`config.mk`:
```
export PLATFORM = sky130hd
export DESIGN_NAME = top
export DESIGN_NICKNAME = d
export VERILOG_FILES = /design/src/pattern_pkg.sv /design/src/display_pkg.sv /design/src/sync_and_debounce.sv /design/src/strobe_gen.sv /design/src/bit_shifter.sv /design/src/moore_fsm.sv /design/src/mealy_fsm.sv /design/src/seven_segment.sv /design/src/top.sv
export SDC_FILE = /design/constraint.sdc
export NUM_CORES = 1
export LEC_CHECK = 0
export BUFFER_PORTS_ARGS = -buffer_cell sky130_fd_sc_hd__buf_2
export CORE_ASPECT_RATIO = 0.9
export CORE_MARGIN = 10
export CORE_UTILIZATION = 60
export CTS_BUF_LIST = sky130_fd_sc_hd__clkbuf_16
export DETAILED_ROUTE_END_ITERATION = 10
export GPL_TIMING_DRIVEN = 1
export PLACE_DENSITY = 0.77
export SLEW_MARGIN = 40
export SYNTH_ARGS = -nofsm -noshare
export SYNTH_HDL_FRONTEND = slang
export SYNTH_SLANG_ARGS = --single-unit
```
`constraint.sdc`:
```
create_clock -name clk -period 3.1 [get_ports clk]
set_input_delay 0.155 -clock clk [delete_from_list [all_inputs] [get_ports clk]]
set_output_delay 0.155 -clock clk [all_outputs]
set_load 0.02 [all_outputs]
```
`src/pattern_pkg.sv`:
```
package pattern_pkg;

    // four keys or four switches
    typedef logic [3:0] key_t;

    // led bank, also the shift register contents
    typedef logic [7:0] led_t;

    typedef logic [7:0] strobe_count_t;

    // wraps at 16
    typedef logic [3:0] hit_count_t;

    typedef enum logic [1:0] {
        moore_idle,
        moore_got_1,
        moore_got_10,
        moore_found
    } moore_state_t;

    typedef enum logic [1:0] {
        mealy_idle,
        mealy_got_1,
        mealy_got_10
    } mealy_state_t;

    typedef struct packed {
        logic       hit;
        hit_count_t count;
    } detector_status_t;

endpackage

```
`src/display_pkg.sv`:
```
package display_pkg;

    // abcdefg then dot in bit 0, all active low
    typedef logic [7:0] segments_t;

    // one-hot digit select, active low
    typedef logic [7:0] anodes_t;

    // eight nibbles, digit 0 in the lowest one
    typedef logic [31:0] display_number_t;

    typedef struct packed {
        display_number_t number;
        logic [7:0]      dots;
    } display_data_t;

    // nibble to active-low abcdefg
    function automatic logic [6:0] hex_font(input logic [3:0] nibble);
        logic [6:0] lit;
        case (nibble)
            4'h0: lit = 7'b1111110;
            4'h1: lit = 7'b0110000;
            4'h2: lit = 7'b1101101;
            4'h3: lit = 7'b1111001;
            4'h4: lit = 7'b0110011;
            4'h5: lit = 7'b1011011;
            4'h6: lit = 7'b1011111;
            4'h7: lit = 7'b1110000;
            4'h8: lit = 7'b1111111;
            4'h9: lit = 7'b1111011;
            4'ha: lit = 7'b1110111;
            4'hb: lit = 7'b0011111;
            4'hc: lit = 7'b1001110;
            4'hd: lit = 7'b0111101;
            4'he: lit = 7'b1001111;
            default: lit = 7'b1000111;
        endcase
        return ~lit;
    endfunction

endpackage

```
`src/sync_and_debounce.sv`:
```
`timescale 1ns/1ps

module sync_and_debounce #(
    parameter int w     = 8,
    parameter int depth = 8
) (
    input  logic         clk,
    input  logic         i_rst_n,
    input  logic [w-1:0] i_in,
    output logic [w-1:0] o_out
);

    logic [w-1:0]     sync_0;
    logic [w-1:0]     sync_1;
    logic [w-1:0]     last;
    logic [depth-1:0] stable_cnt;

    // two-flop synchronizer
    always_ff @(posedge clk or negedge i_rst_n) begin
        if (!i_rst_n) begin
            sync_0 <= '0;
            sync_1 <= '0;
        end else begin
            sync_0 <= i_in;
            sync_1 <= sync_0;
        end
    end

    // any change restarts the stability count
    always_ff @(posedge clk or negedge i_rst_n) begin
        if (!i_rst_n) begin
            last       <= '0;
            stable_cnt <= '0;
            o_out      <= '0;
        end else if (sync_1 != last) begin
            last       <= sync_1;
            stable_cnt <= '0;
        end else if (stable_cnt != '1) begin
            stable_cnt <= stable_cnt + 1'b1;
        end else begin
            // stable for 2^depth cycles
            o_out <= last;
        end
    end

endmodule

```
`src/strobe_gen.sv`:
```
`timescale 1ns/1ps

module strobe_gen #(
    parameter int w = 8
) (
    input  logic clk,
    input  logic i_rst_n,
    output logic o_strobe
);

    logic [w-1:0] cnt;

    // free running, wraps every 2^w cycles
    always_ff @(posedge clk or negedge i_rst_n) begin
        if (!i_rst_n) begin
            cnt <= '0;
        end else begin
            cnt <= cnt + 1'b1;
        end
    end

    // one cycle wide, at the all-ones count
    assign o_strobe = (cnt == '1);

endmodule

```
`src/bit_shifter.sv`:
```
`timescale 1ns/1ps

module bit_shifter (
    input  logic                      clk,
    input  logic                      i_rst_n,
    input  logic                      i_en,
    input  logic                      i_in,
    output pattern_pkg::led_t          o_bits,
    output pattern_pkg::strobe_count_t o_strobe_count
);

    pattern_pkg::led_t          bits;
    pattern_pkg::strobe_count_t strobe_count;

    // new bit enters at bit 0, older bits move up
    always_ff @(posedge clk or negedge i_rst_n) begin
        if (!i_rst_n) begin
            bits <= '0;
        end else if (i_en) begin
            bits <= {bits[6:0], i_in};
        end
    end

    // counts every strobe that moved the register
    always_ff @(posedge clk or negedge i_rst_n) begin
        if (!i_rst_n) begin
            strobe_count <= '0;
        end else if (i_en) begin
            strobe_count <= strobe_count + 1'b1;
        end
    end

    assign o_bits         = bits;
    assign o_strobe_count = strobe_count;

endmodule

```
`src/moore_fsm.sv`:
```
`timescale 1ns/1ps

module moore_fsm (
    input  logic                         clk,
    input  logic                         i_rst_n,
    input  logic                         i_en,
    input  logic                         i_a,
    output pattern_pkg::detector_status_t o_status
);

    pattern_pkg::moore_state_t state;
    pattern_pkg::moore_state_t state_next;
    pattern_pkg::hit_count_t   hit_count;
    logic                      hit;

    always_ff @(posedge clk or negedge i_rst_n) begin
        if (!i_rst_n) begin
            state <= pattern_pkg::moore_idle;
        end else if (i_en) begin
            state <= state_next;
        end
    end

    // found behaves like got_1 since the last 1 starts a new pattern
    always_comb begin
        state_next = state;
        case (state)
            pattern_pkg::moore_idle:
                state_next = i_a ? pattern_pkg::moore_got_1 : pattern_pkg::moore_idle;
            pattern_pkg::moore_got_1:
                state_next = i_a ? pattern_pkg::moore_got_1 : pattern_pkg::moore_got_10;
            pattern_pkg::moore_got_10:
                state_next = i_a ? pattern_pkg::moore_found : pattern_pkg::moore_idle;
            pattern_pkg::moore_found:
                state_next = i_a ? pattern_pkg::moore_got_1 : pattern_pkg::moore_got_10;
            default:
                state_next = pattern_pkg::moore_idle;
        endcase
    end

    // output from the state alone
    assign hit = (state == pattern_pkg::moore_found);

    // counts one strobe after the pattern completes
    always_ff @(posedge clk or negedge i_rst_n) begin
        if (!i_rst_n) begin
            hit_count <= '0;
        end else if (i_en && hit) begin
            hit_count <= hit_count + 1'b1;
        end
    end

    assign o_status = '{hit: hit, count: hit_count};

endmodule

```
`src/mealy_fsm.sv`:
```
`timescale 1ns/1ps

module mealy_fsm (
    input  logic                         clk,
    input  logic                         i_rst_n,
    input  logic                         i_en,
    input  logic                         i_a,
    output pattern_pkg::detector_status_t o_status
);

    pattern_pkg::mealy_state_t state;
    pattern_pkg::mealy_state_t state_next;
    pattern_pkg::hit_count_t   hit_count;
    logic                      hit;

    always_ff @(posedge clk or negedge i_rst_n) begin
        if (!i_rst_n) begin
            state <= pattern_pkg::mealy_idle;
        end else if (i_en) begin
            state <= state_next;
        end
    end

    always_comb begin
        state_next = state;
        case (state)
            pattern_pkg::mealy_idle:
                state_next = i_a ? pattern_pkg::mealy_got_1 : pattern_pkg::mealy_idle;
            pattern_pkg::mealy_got_1:
                state_next = i_a ? pattern_pkg::mealy_got_1 : pattern_pkg::mealy_got_10;
            // a hit leaves us in got_1, the patterns overlap
            pattern_pkg::mealy_got_10:
                state_next = i_a ? pattern_pkg::mealy_got_1 : pattern_pkg::mealy_idle;
            default:
                state_next = pattern_pkg::mealy_idle;
        endcase
    end

    // output depends on the input too
    assign hit = (state == pattern_pkg::mealy_got_10) && i_a;

    // counts on the strobe that sees the third bit
    always_ff @(posedge clk or negedge i_rst_n) begin
        if (!i_rst_n) begin
            hit_count <= '0;
        end else if (i_en && hit) begin
            hit_count <= hit_count + 1'b1;
        end
    end

    assign o_status = '{hit: hit, count: hit_count};

endmodule

```
`src/seven_segment.sv`:
```
`timescale 1ns/1ps

module seven_segment (
    input  logic                       clk,
    input  logic                       i_rst_n,
    input  logic                       i_en,
    input  display_pkg::display_data_t i_data,
    output display_pkg::segments_t     o_segments,
    output display_pkg::anodes_t       o_anodes
);

    logic [2:0] digit_index;
    logic       en_q;
    logic [3:0] nibble;
    logic       dot;

    // next digit on every scan strobe
    always_ff @(posedge clk or negedge i_rst_n) begin
        if (!i_rst_n) begin
            digit_index <= '0;
        end else if (i_en) begin
            digit_index <= digit_index + 1'b1;
        end
    end

    // outputs load one cycle after the strobe
    always_ff @(posedge clk or negedge i_rst_n) begin
        if (!i_rst_n) begin
            en_q <= 1'b0;
        end else begin
            en_q <= i_en;
        end
    end

    // pick the nibble and dot for the current digit
    assign nibble = i_data.number[{digit_index, 2'b00} +: 4];
    assign dot    = i_data.dots[digit_index];

    // all digits dark until the first strobe
    always_ff @(posedge clk or negedge i_rst_n) begin
        if (!i_rst_n) begin
            o_anodes   <= '1;
            o_segments <= '1;
        end else if (en_q) begin
            o_anodes   <= ~(display_pkg::anodes_t'(1) << digit_index);
            // dot pin is active low
            o_segments <= {display_pkg::hex_font(nibble), ~dot};
        end
    end

endmodule

```
`src/top.sv`:
```
`timescale 1ns/1ps

module top #(
    parameter int debounce_depth             = 8,
    parameter int shift_strobe_width         = 23,
    parameter int seven_segment_strobe_width = 10
) (
    input  logic                   clk,
    input  logic                   i_rst_n,
    input  pattern_pkg::key_t      i_key,
    input  pattern_pkg::key_t      i_sw,
    output pattern_pkg::led_t      o_led,
    output display_pkg::segments_t o_abcdefgh,
    output display_pkg::anodes_t   o_digit
);

    pattern_pkg::key_t            key_db;
    pattern_pkg::key_t            sw_db;
    logic                         shift_tick;
    logic                         scan_tick;
    pattern_pkg::led_t            shift_bits;
    pattern_pkg::strobe_count_t   strobe_count;
    pattern_pkg::detector_status_t moore_status;
    pattern_pkg::detector_status_t mealy_status;
    display_pkg::display_data_t   disp_data;

    // board pins are active low
    sync_and_debounce #(.w(8), .depth(debounce_depth)) debounce (
        .clk    (clk),
        .i_rst_n(i_rst_n),
        .i_in   (~{i_key, i_sw}),
        .o_out  ({key_db, sw_db})
    );

    strobe_gen #(.w(shift_strobe_width)) shift_strobe (
        .clk     (clk),
        .i_rst_n (i_rst_n),
        .o_strobe(shift_tick)
    );

    // key 2 is the serial data bit
    bit_shifter shifter (
        .clk           (clk),
        .i_rst_n       (i_rst_n),
        .i_en          (shift_tick),
        .i_in          (key_db[2]),
        .o_bits        (shift_bits),
        .o_strobe_count(strobe_count)
    );

    // leds light on low
    assign o_led = ~shift_bits;

    moore_fsm moore_detector (
        .clk     (clk),
        .i_rst_n (i_rst_n),
        .i_en    (shift_tick),
        .i_a     (shift_bits[0]),
        .o_status(moore_status)
    );

    mealy_fsm mealy_detector (
        .clk     (clk),
        .i_rst_n (i_rst_n),
        .i_en    (shift_tick),
        .i_a     (shift_bits[0]),
        .o_status(mealy_status)
    );

    // mealy count on the rightmost digit
    assign disp_data = '{
        number: {16'b0, strobe_count, moore_status.count, mealy_status.count},
        dots:   {sw_db, key_db}
    };

    strobe_gen #(.w(seven_segment_strobe_width)) scan_strobe (
        .clk     (clk),
        .i_rst_n (i_rst_n),
        .o_strobe(scan_tick)
    );

    seven_segment display (
        .clk       (clk),
        .i_rst_n   (i_rst_n),
        .i_en      (scan_tick),
        .i_data    (disp_data),
        .o_segments(o_abcdefgh),
        .o_anodes  (o_digit)
    );

endmodule

```
Word level (Yosys, flattened, before mapping). Memory sizes are Yosys's and may differ from the RTL's. Cells that the tools add are included.

Word-level logic and storage cells: 63. Output and inout port bits: 24. Memories kept: 1. Memory bits (read-only): 112. Bits in registers: 121. Input port bits: 10.

Memory list: (no name shown) (words 16, width 7, rd ports 1, clocked after Yosys merged registers in 0, write ports 0, RTL line display_pkg.sv:20) `case (nibble)`.

Add/sub/neg operators: 7. Order comparisons: 1. Reduce and logical (&&, ||, !) cells: 9. Bitwise operators: 7. Equality and inequality tests: 9. Multiplexer cells: 10. Shift-type cells: 2.

Operators by type and width (count): indexed part select 32 x 6 -> 4 bit (1); inverter 8 bit (3); adder 23 x 1 -> 23 bit (second input constant) (1); equality test 23 bit (second input constant) (1); adder 8 x 1 -> 8 bit (second input constant) (2); two-way mux 8 bit (2); adder 10 x 1 -> 10 bit (second input constant) (1); equality test 10 bit (second input constant) (1); adder 4 x 1 -> 4 bit (second input constant) (2); != test 8 bit (1); != test 8 bit (second input constant) (1); << shifter 1 x 3 -> 8 bit (first input constant) (1); two-way mux 7 bit (1); inverter 7 bit (1); equality test 2 bit (second input constant) (3); one-hot mux 2 bit (3 select lines) (1); equality test 2 x 1 -> 1 bit (second input constant) (2); zero test 2 bit (2); < comparator 3 x 4 -> 1 bit (second input constant) (1); two-way mux 2 bit (2); one-hot mux 2 bit (2 select lines) (1); OR reduction 2 bit (2); adder 3 x 1 -> 3 bit (second input constant) (1); binary-select mux 1 bit (select 3 bit) (1); 5 further kinds (10).

Depth between registers and ports, before layout. An unclocked memory read counts as a cell.

Depth in word-level cells: 4. Depth in mapped cells: 10. Gate-level depth less buffers: 9.

By module. From an unflattened synthesis, not the netlist that was laid out.

Cell total of the unflattened synthesis: 445. Area total of the unflattened synthesis: 5524.0 um^2.

By module, submodules not included: sync_and_debounce (sequential area each 1001.0 um^2, area an instance 1455.1 um^2, cells each 100, times used 1); seven_segment (sequential area each 520.5 um^2, area an instance 1362.6 um^2, cells each 118, times used 1); strobe_gen (shift_strobe) (sequential area each 575.6 um^2, area an instance 1044.8 um^2, cells each 85, times used 1); bit_shifter (sequential area each 400.4 um^2, area an instance 630.6 um^2, cells each 43, times used 1); strobe_gen (scan_strobe) (sequential area each 250.2 um^2, area an instance 410.4 um^2, cells each 34, times used 1); moore_fsm (sequential area each 150.1 um^2, area an instance 279.0 um^2, cells each 22, times used 1); mealy_fsm (sequential area each 150.1 um^2, area an instance 277.8 um^2, cells each 26, times used 1); top (sequential area each 0.0 um^2, area an instance 63.8 um^2, cells each 17, times used 1).

Least setup slack after synthesis. No wires, ideal clock.

Path kind: reg-to-reg. Start point: register display.digit_index[1]. End point: register display.o_segments[4]. Slack: 0.524 ns. Required time: 3.018 ns. Arrival: 2.494 ns. Setup time: 0.082 ns. Buffers on the path: 1. Period minus slack after synthesis: 2.576 ns. Stages on the path, launching flop included: 8. Path through: dfrtp_1 > clkbuf_1 > mux4_2 > nand2_1 > inv_1 > ha_1 > mux4_2 > mux2_4.

Longest elaborated chain between the ends: 4.

RTL lines: from (decl) (RTL line seven_segment.sv:12) `logic [2:0] digit_index;`; from (signal assigned) (RTL line seven_segment.sv:22) `digit_index <= digit_index + 1'b1;`; indexed part select 32 x 6 -> 4 bit (RTL line seven_segment.sv:36) `assign nibble = i_data.number[{digit_index, 2'b00} +: 4];`; memory (16 x 7 bit); two-way mux 7 bit (RTL line seven_segment.sv:44) `end else if (en_q) begin`; inverter 7 bit (RTL line display_pkg.sv:38) `return ~lit;`; to (signal assigned) (RTL line seven_segment.sv:47) `o_segments <= {display_pkg::hex_font(nibble), ~dot};`; to (decl) (RTL line seven_segment.sv:8) `output display_pkg::segments_t o_segments,`.

Every way passes these cells. The select of a mux whose other input is x is not followed. A chain may end at the register's enable or synchronous reset.

Worst setup path in the final report. Ends and elaborated chain as after synthesis.

==> flow_summary.json <==
{
  "yosys-top-cells-area": "dfrtp_1 (50%), dfstp_2 (7.9%), xnor2_1 (5.1%)",
  "grt_pass1_wl_um": 17000,
  "power_leakage_nw": 2.92,
  "r2r_start": "display.digit_index[1]$_DFFE_PN0P_",
  "rsz0062_at_grt": "false",
  "numCtsBuffers": 17,
  "syn_avg_cell_area_um2": 11.9,
  "crit_required_ps": 3440,
  "peakVddDrop_uv": 510,
  "end_kind": "register",
  "status": "finished clean",
  "die_width_um": 119,
  "cts_tree": "done",
  "clockBufferDepth": 2,
  "synth-seq-cells": 121,
  "final_area_um2": 6260,
  "cts_sinks": 121,
  "syn_inst": 443,
  "synth_fp_nets": 471,
  "core_area_um2": 8570,
  "rr_worst_depth": 6,
  "rrSetupSlack_ps": 480,
  "die_h_um": 109,
  "num_rows": 32,
  "fin_crit_ps": 2620,
  "fin_total_pwr_w": 0.00369,
  "antenna_cells": 0,
  "holdWs_ps": 286,
  "clock_skew_ps": 10.6,
  "setup_viol": 0,
  "yosysSeqAreaShare": 0.576,
  "dr_total_vias": 3345,
  "cp-start-kind": "register",
  "path_class": "reg -> reg",
  "clk_pin_slew_ps": 60,
  "syn_to_final_growth_pct": 18.3,
  "grt_max_degree": 67,
  "wirelength_um": 9660,
  "die-area_um2": 13000,
  "setup_tns_ps": 0,
  "num_io_pins": 34,
  "hp-class": "in -> async",
  "fin_ws_ps": 477,
  "maxSlewViolCount": 0,
  "async_flop_share": 1.00,
  "start_util": 0.618,
  "drive_gt1_frac": 0.205,
  "grt_use_total": 0.162,
  "finalNetCount": 518,
  "dp_hpwl_um": 6580,
  "hold_viol": 0,
  "clock_latency_ps": 410,
  "wire_per_inst_um": 15.5,
  "gr-total-overflow": 0,
  "pwr_density_cell_nw_per_um2": 588,
  "synth.distinct_cells": 47,
  "dpl-instance-area_um2": 5560,
  "synth_common_cells": "dfrtp_1 (105), nand2_1 (34), xnor2_1 (31)",
  "grt_pass1_vias": 3484,
  "htree_levels": 4,
  "drt_iter0_drc": 270,
  "yosysWarningCount": 0,
  "postRouteAntennaNets": 0,
  "worstReg2RegEnd": "display.o_segments[4]$_DFFE_PN1P_",
  "drcViolationCount": 0,
  "synth_most_common_cell": "dfrtp_1",
  "fin_crit_sh": 0.846,
  "dr.pass1.iters": 4,
  "tightest_slew_ps": 629,
  "gp_routability_congestion": 0.887,
  "fmax_mhz": 381,
  "antenna_found_initial": 0,
  "synth_top_cell_area_share": 0.497,
  "synth.largest_area_cell": "dfrtp_1",
  "relSlewSlack": 0.577,
  "cts_resized": 0,
  "via_per_inst": 5.38,
  "netlist_area_um2": 5290,
  "drv_cap": 0,
  "cp_data_arrival_time_ps": 2960,
  "port_buffers": 33,
  "synth_flop_cell": "dfrtp_1",
  "synth-edff-count": 0,
  "cp_max_fo": 13,
  "dp_slack_ps": 488,
  "cts-root-buf": "clkbuf_16"
}
registers in the layout (all words and copies together), names as in the netlist:
register / flops
shift_strobe.cnt: 23
scan_strobe.cnt: 10
debounce.last: 8
debounce.o_out: 8
debounce.stable_cnt: 8
debounce.sync_0: 8
debounce.sync_1: 8
display.o_anodes: 8
display.o_segments: 8
shifter.o_bits: 8
shifter.o_strobe_count: 8
mealy_detector.hit_count: 4
moore_detector.hit_count: 4
display.digit_index: 3
mealy_detector.state: 2
moore_detector.state: 2
display.en_q: 1
worst max-delay path, cell delays in order, from the launching register on:
cell     delay, ps
dfrtp_1        630
mux4_2         610
nand2_1        190
inv_1          100
ha_1           270
mux4_2         470
mux2_4         260
layer usage:
metal | global-route usage | wire (um)
met4 | 0.0688 | 70
met2 | 0.263 | 4810
met1 | 0.196 | 4360
met5 | 0 | 0
met3 | 0.0522 | 416
power by group:
group          switching (W)  internal, W
logic              0.0000378    0.0000202
registers         0.00000955      0.00160
clock network       0.000690      0.00133
total               0.000738      0.00295
cell usage in the layout, fill, tap and decap left out, types with 11 or more instances in the layout:
cell type,netlist,layout
dfrtp_1,105,105
nand2_1,34,34
buf_2,3,32
inv_1,29,31
xnor2_1,31,31
nor2_1,23,23
nand3_1,22,22
xor2_1,22,22
ha_1,18,18
clkbuf_16,0,17
dfstp_2,16,16
nand4_1,14,14
o21ai_1,14,14
and3_1,11,11
repair_timing:
| action | in CTS | in global routing |
|---|---|---|
| endpoints found under the hold margin | 69 | 0 |
| setup buffers | 0 | 0 |
| hold buffers | 9 | 0 |
cell type report:
cell class | count | area (um^2)
well taps | 119 | 149
fillers | 573 | 2310
flip-flops and latches | 121 | 3050
multi-input cells | 271 | 2030
inverters | 31 | 116
clock buffers | 17 | 425
clock inverters | 15 | 184
repair buffers | 48 | 307
how the worst max path moves through the flow:
stage,start,to,slack (ps)
after floorplan,display.digit_index[1]$_DFFE_PN0P_,display.o_segments[4]$_DFFE_PN1P_,520
after global placement,display.digit_index[1]$_DFFE_PN0P_,display.o_segments[4]$_DFFE_PN1P_,590
after detailed placement,display.digit_index[1]$_DFFE_PN0P_,display.o_segments[4]$_DFFE_PN1P_,490
after CTS,display.digit_index[1]$_DFFE_PN0P_,display.o_segments[4]$_DFFE_PN1P_,470
after global routing,display.digit_index[1]$_DFFE_PN0P_,display.o_segments[4]$_DFFE_PN1P_,350
final,display.digit_index[1]$_DFFE_PN0P_,display.o_segments[4]$_DFFE_PN1P_,480
cells by family (layout without fill, tap and decap cells):
group / after synthesis / after routing / share of synthesized area
buf+inv: 51 / 111 / 0.0397
xor+xnor: 53 / 53 / 0.0877
mux: 30 / 30 / 0.0776
fa+ha+maj: 18 / 18 / 0.0426
simple gates: 128 / 128 / 0.127
flops: 121 / 121 / 0.576
compound gates: 42 / 42 / 0.0492
stage by stage:
step                 util  std cells
finish              0.731        622
global route        0.731        622
CTS                 0.730        622
detailed placement  0.649        581
global placement    0.649        581
floorplan               -        443
Note: power is estimated with default switching activity, not from simulation.
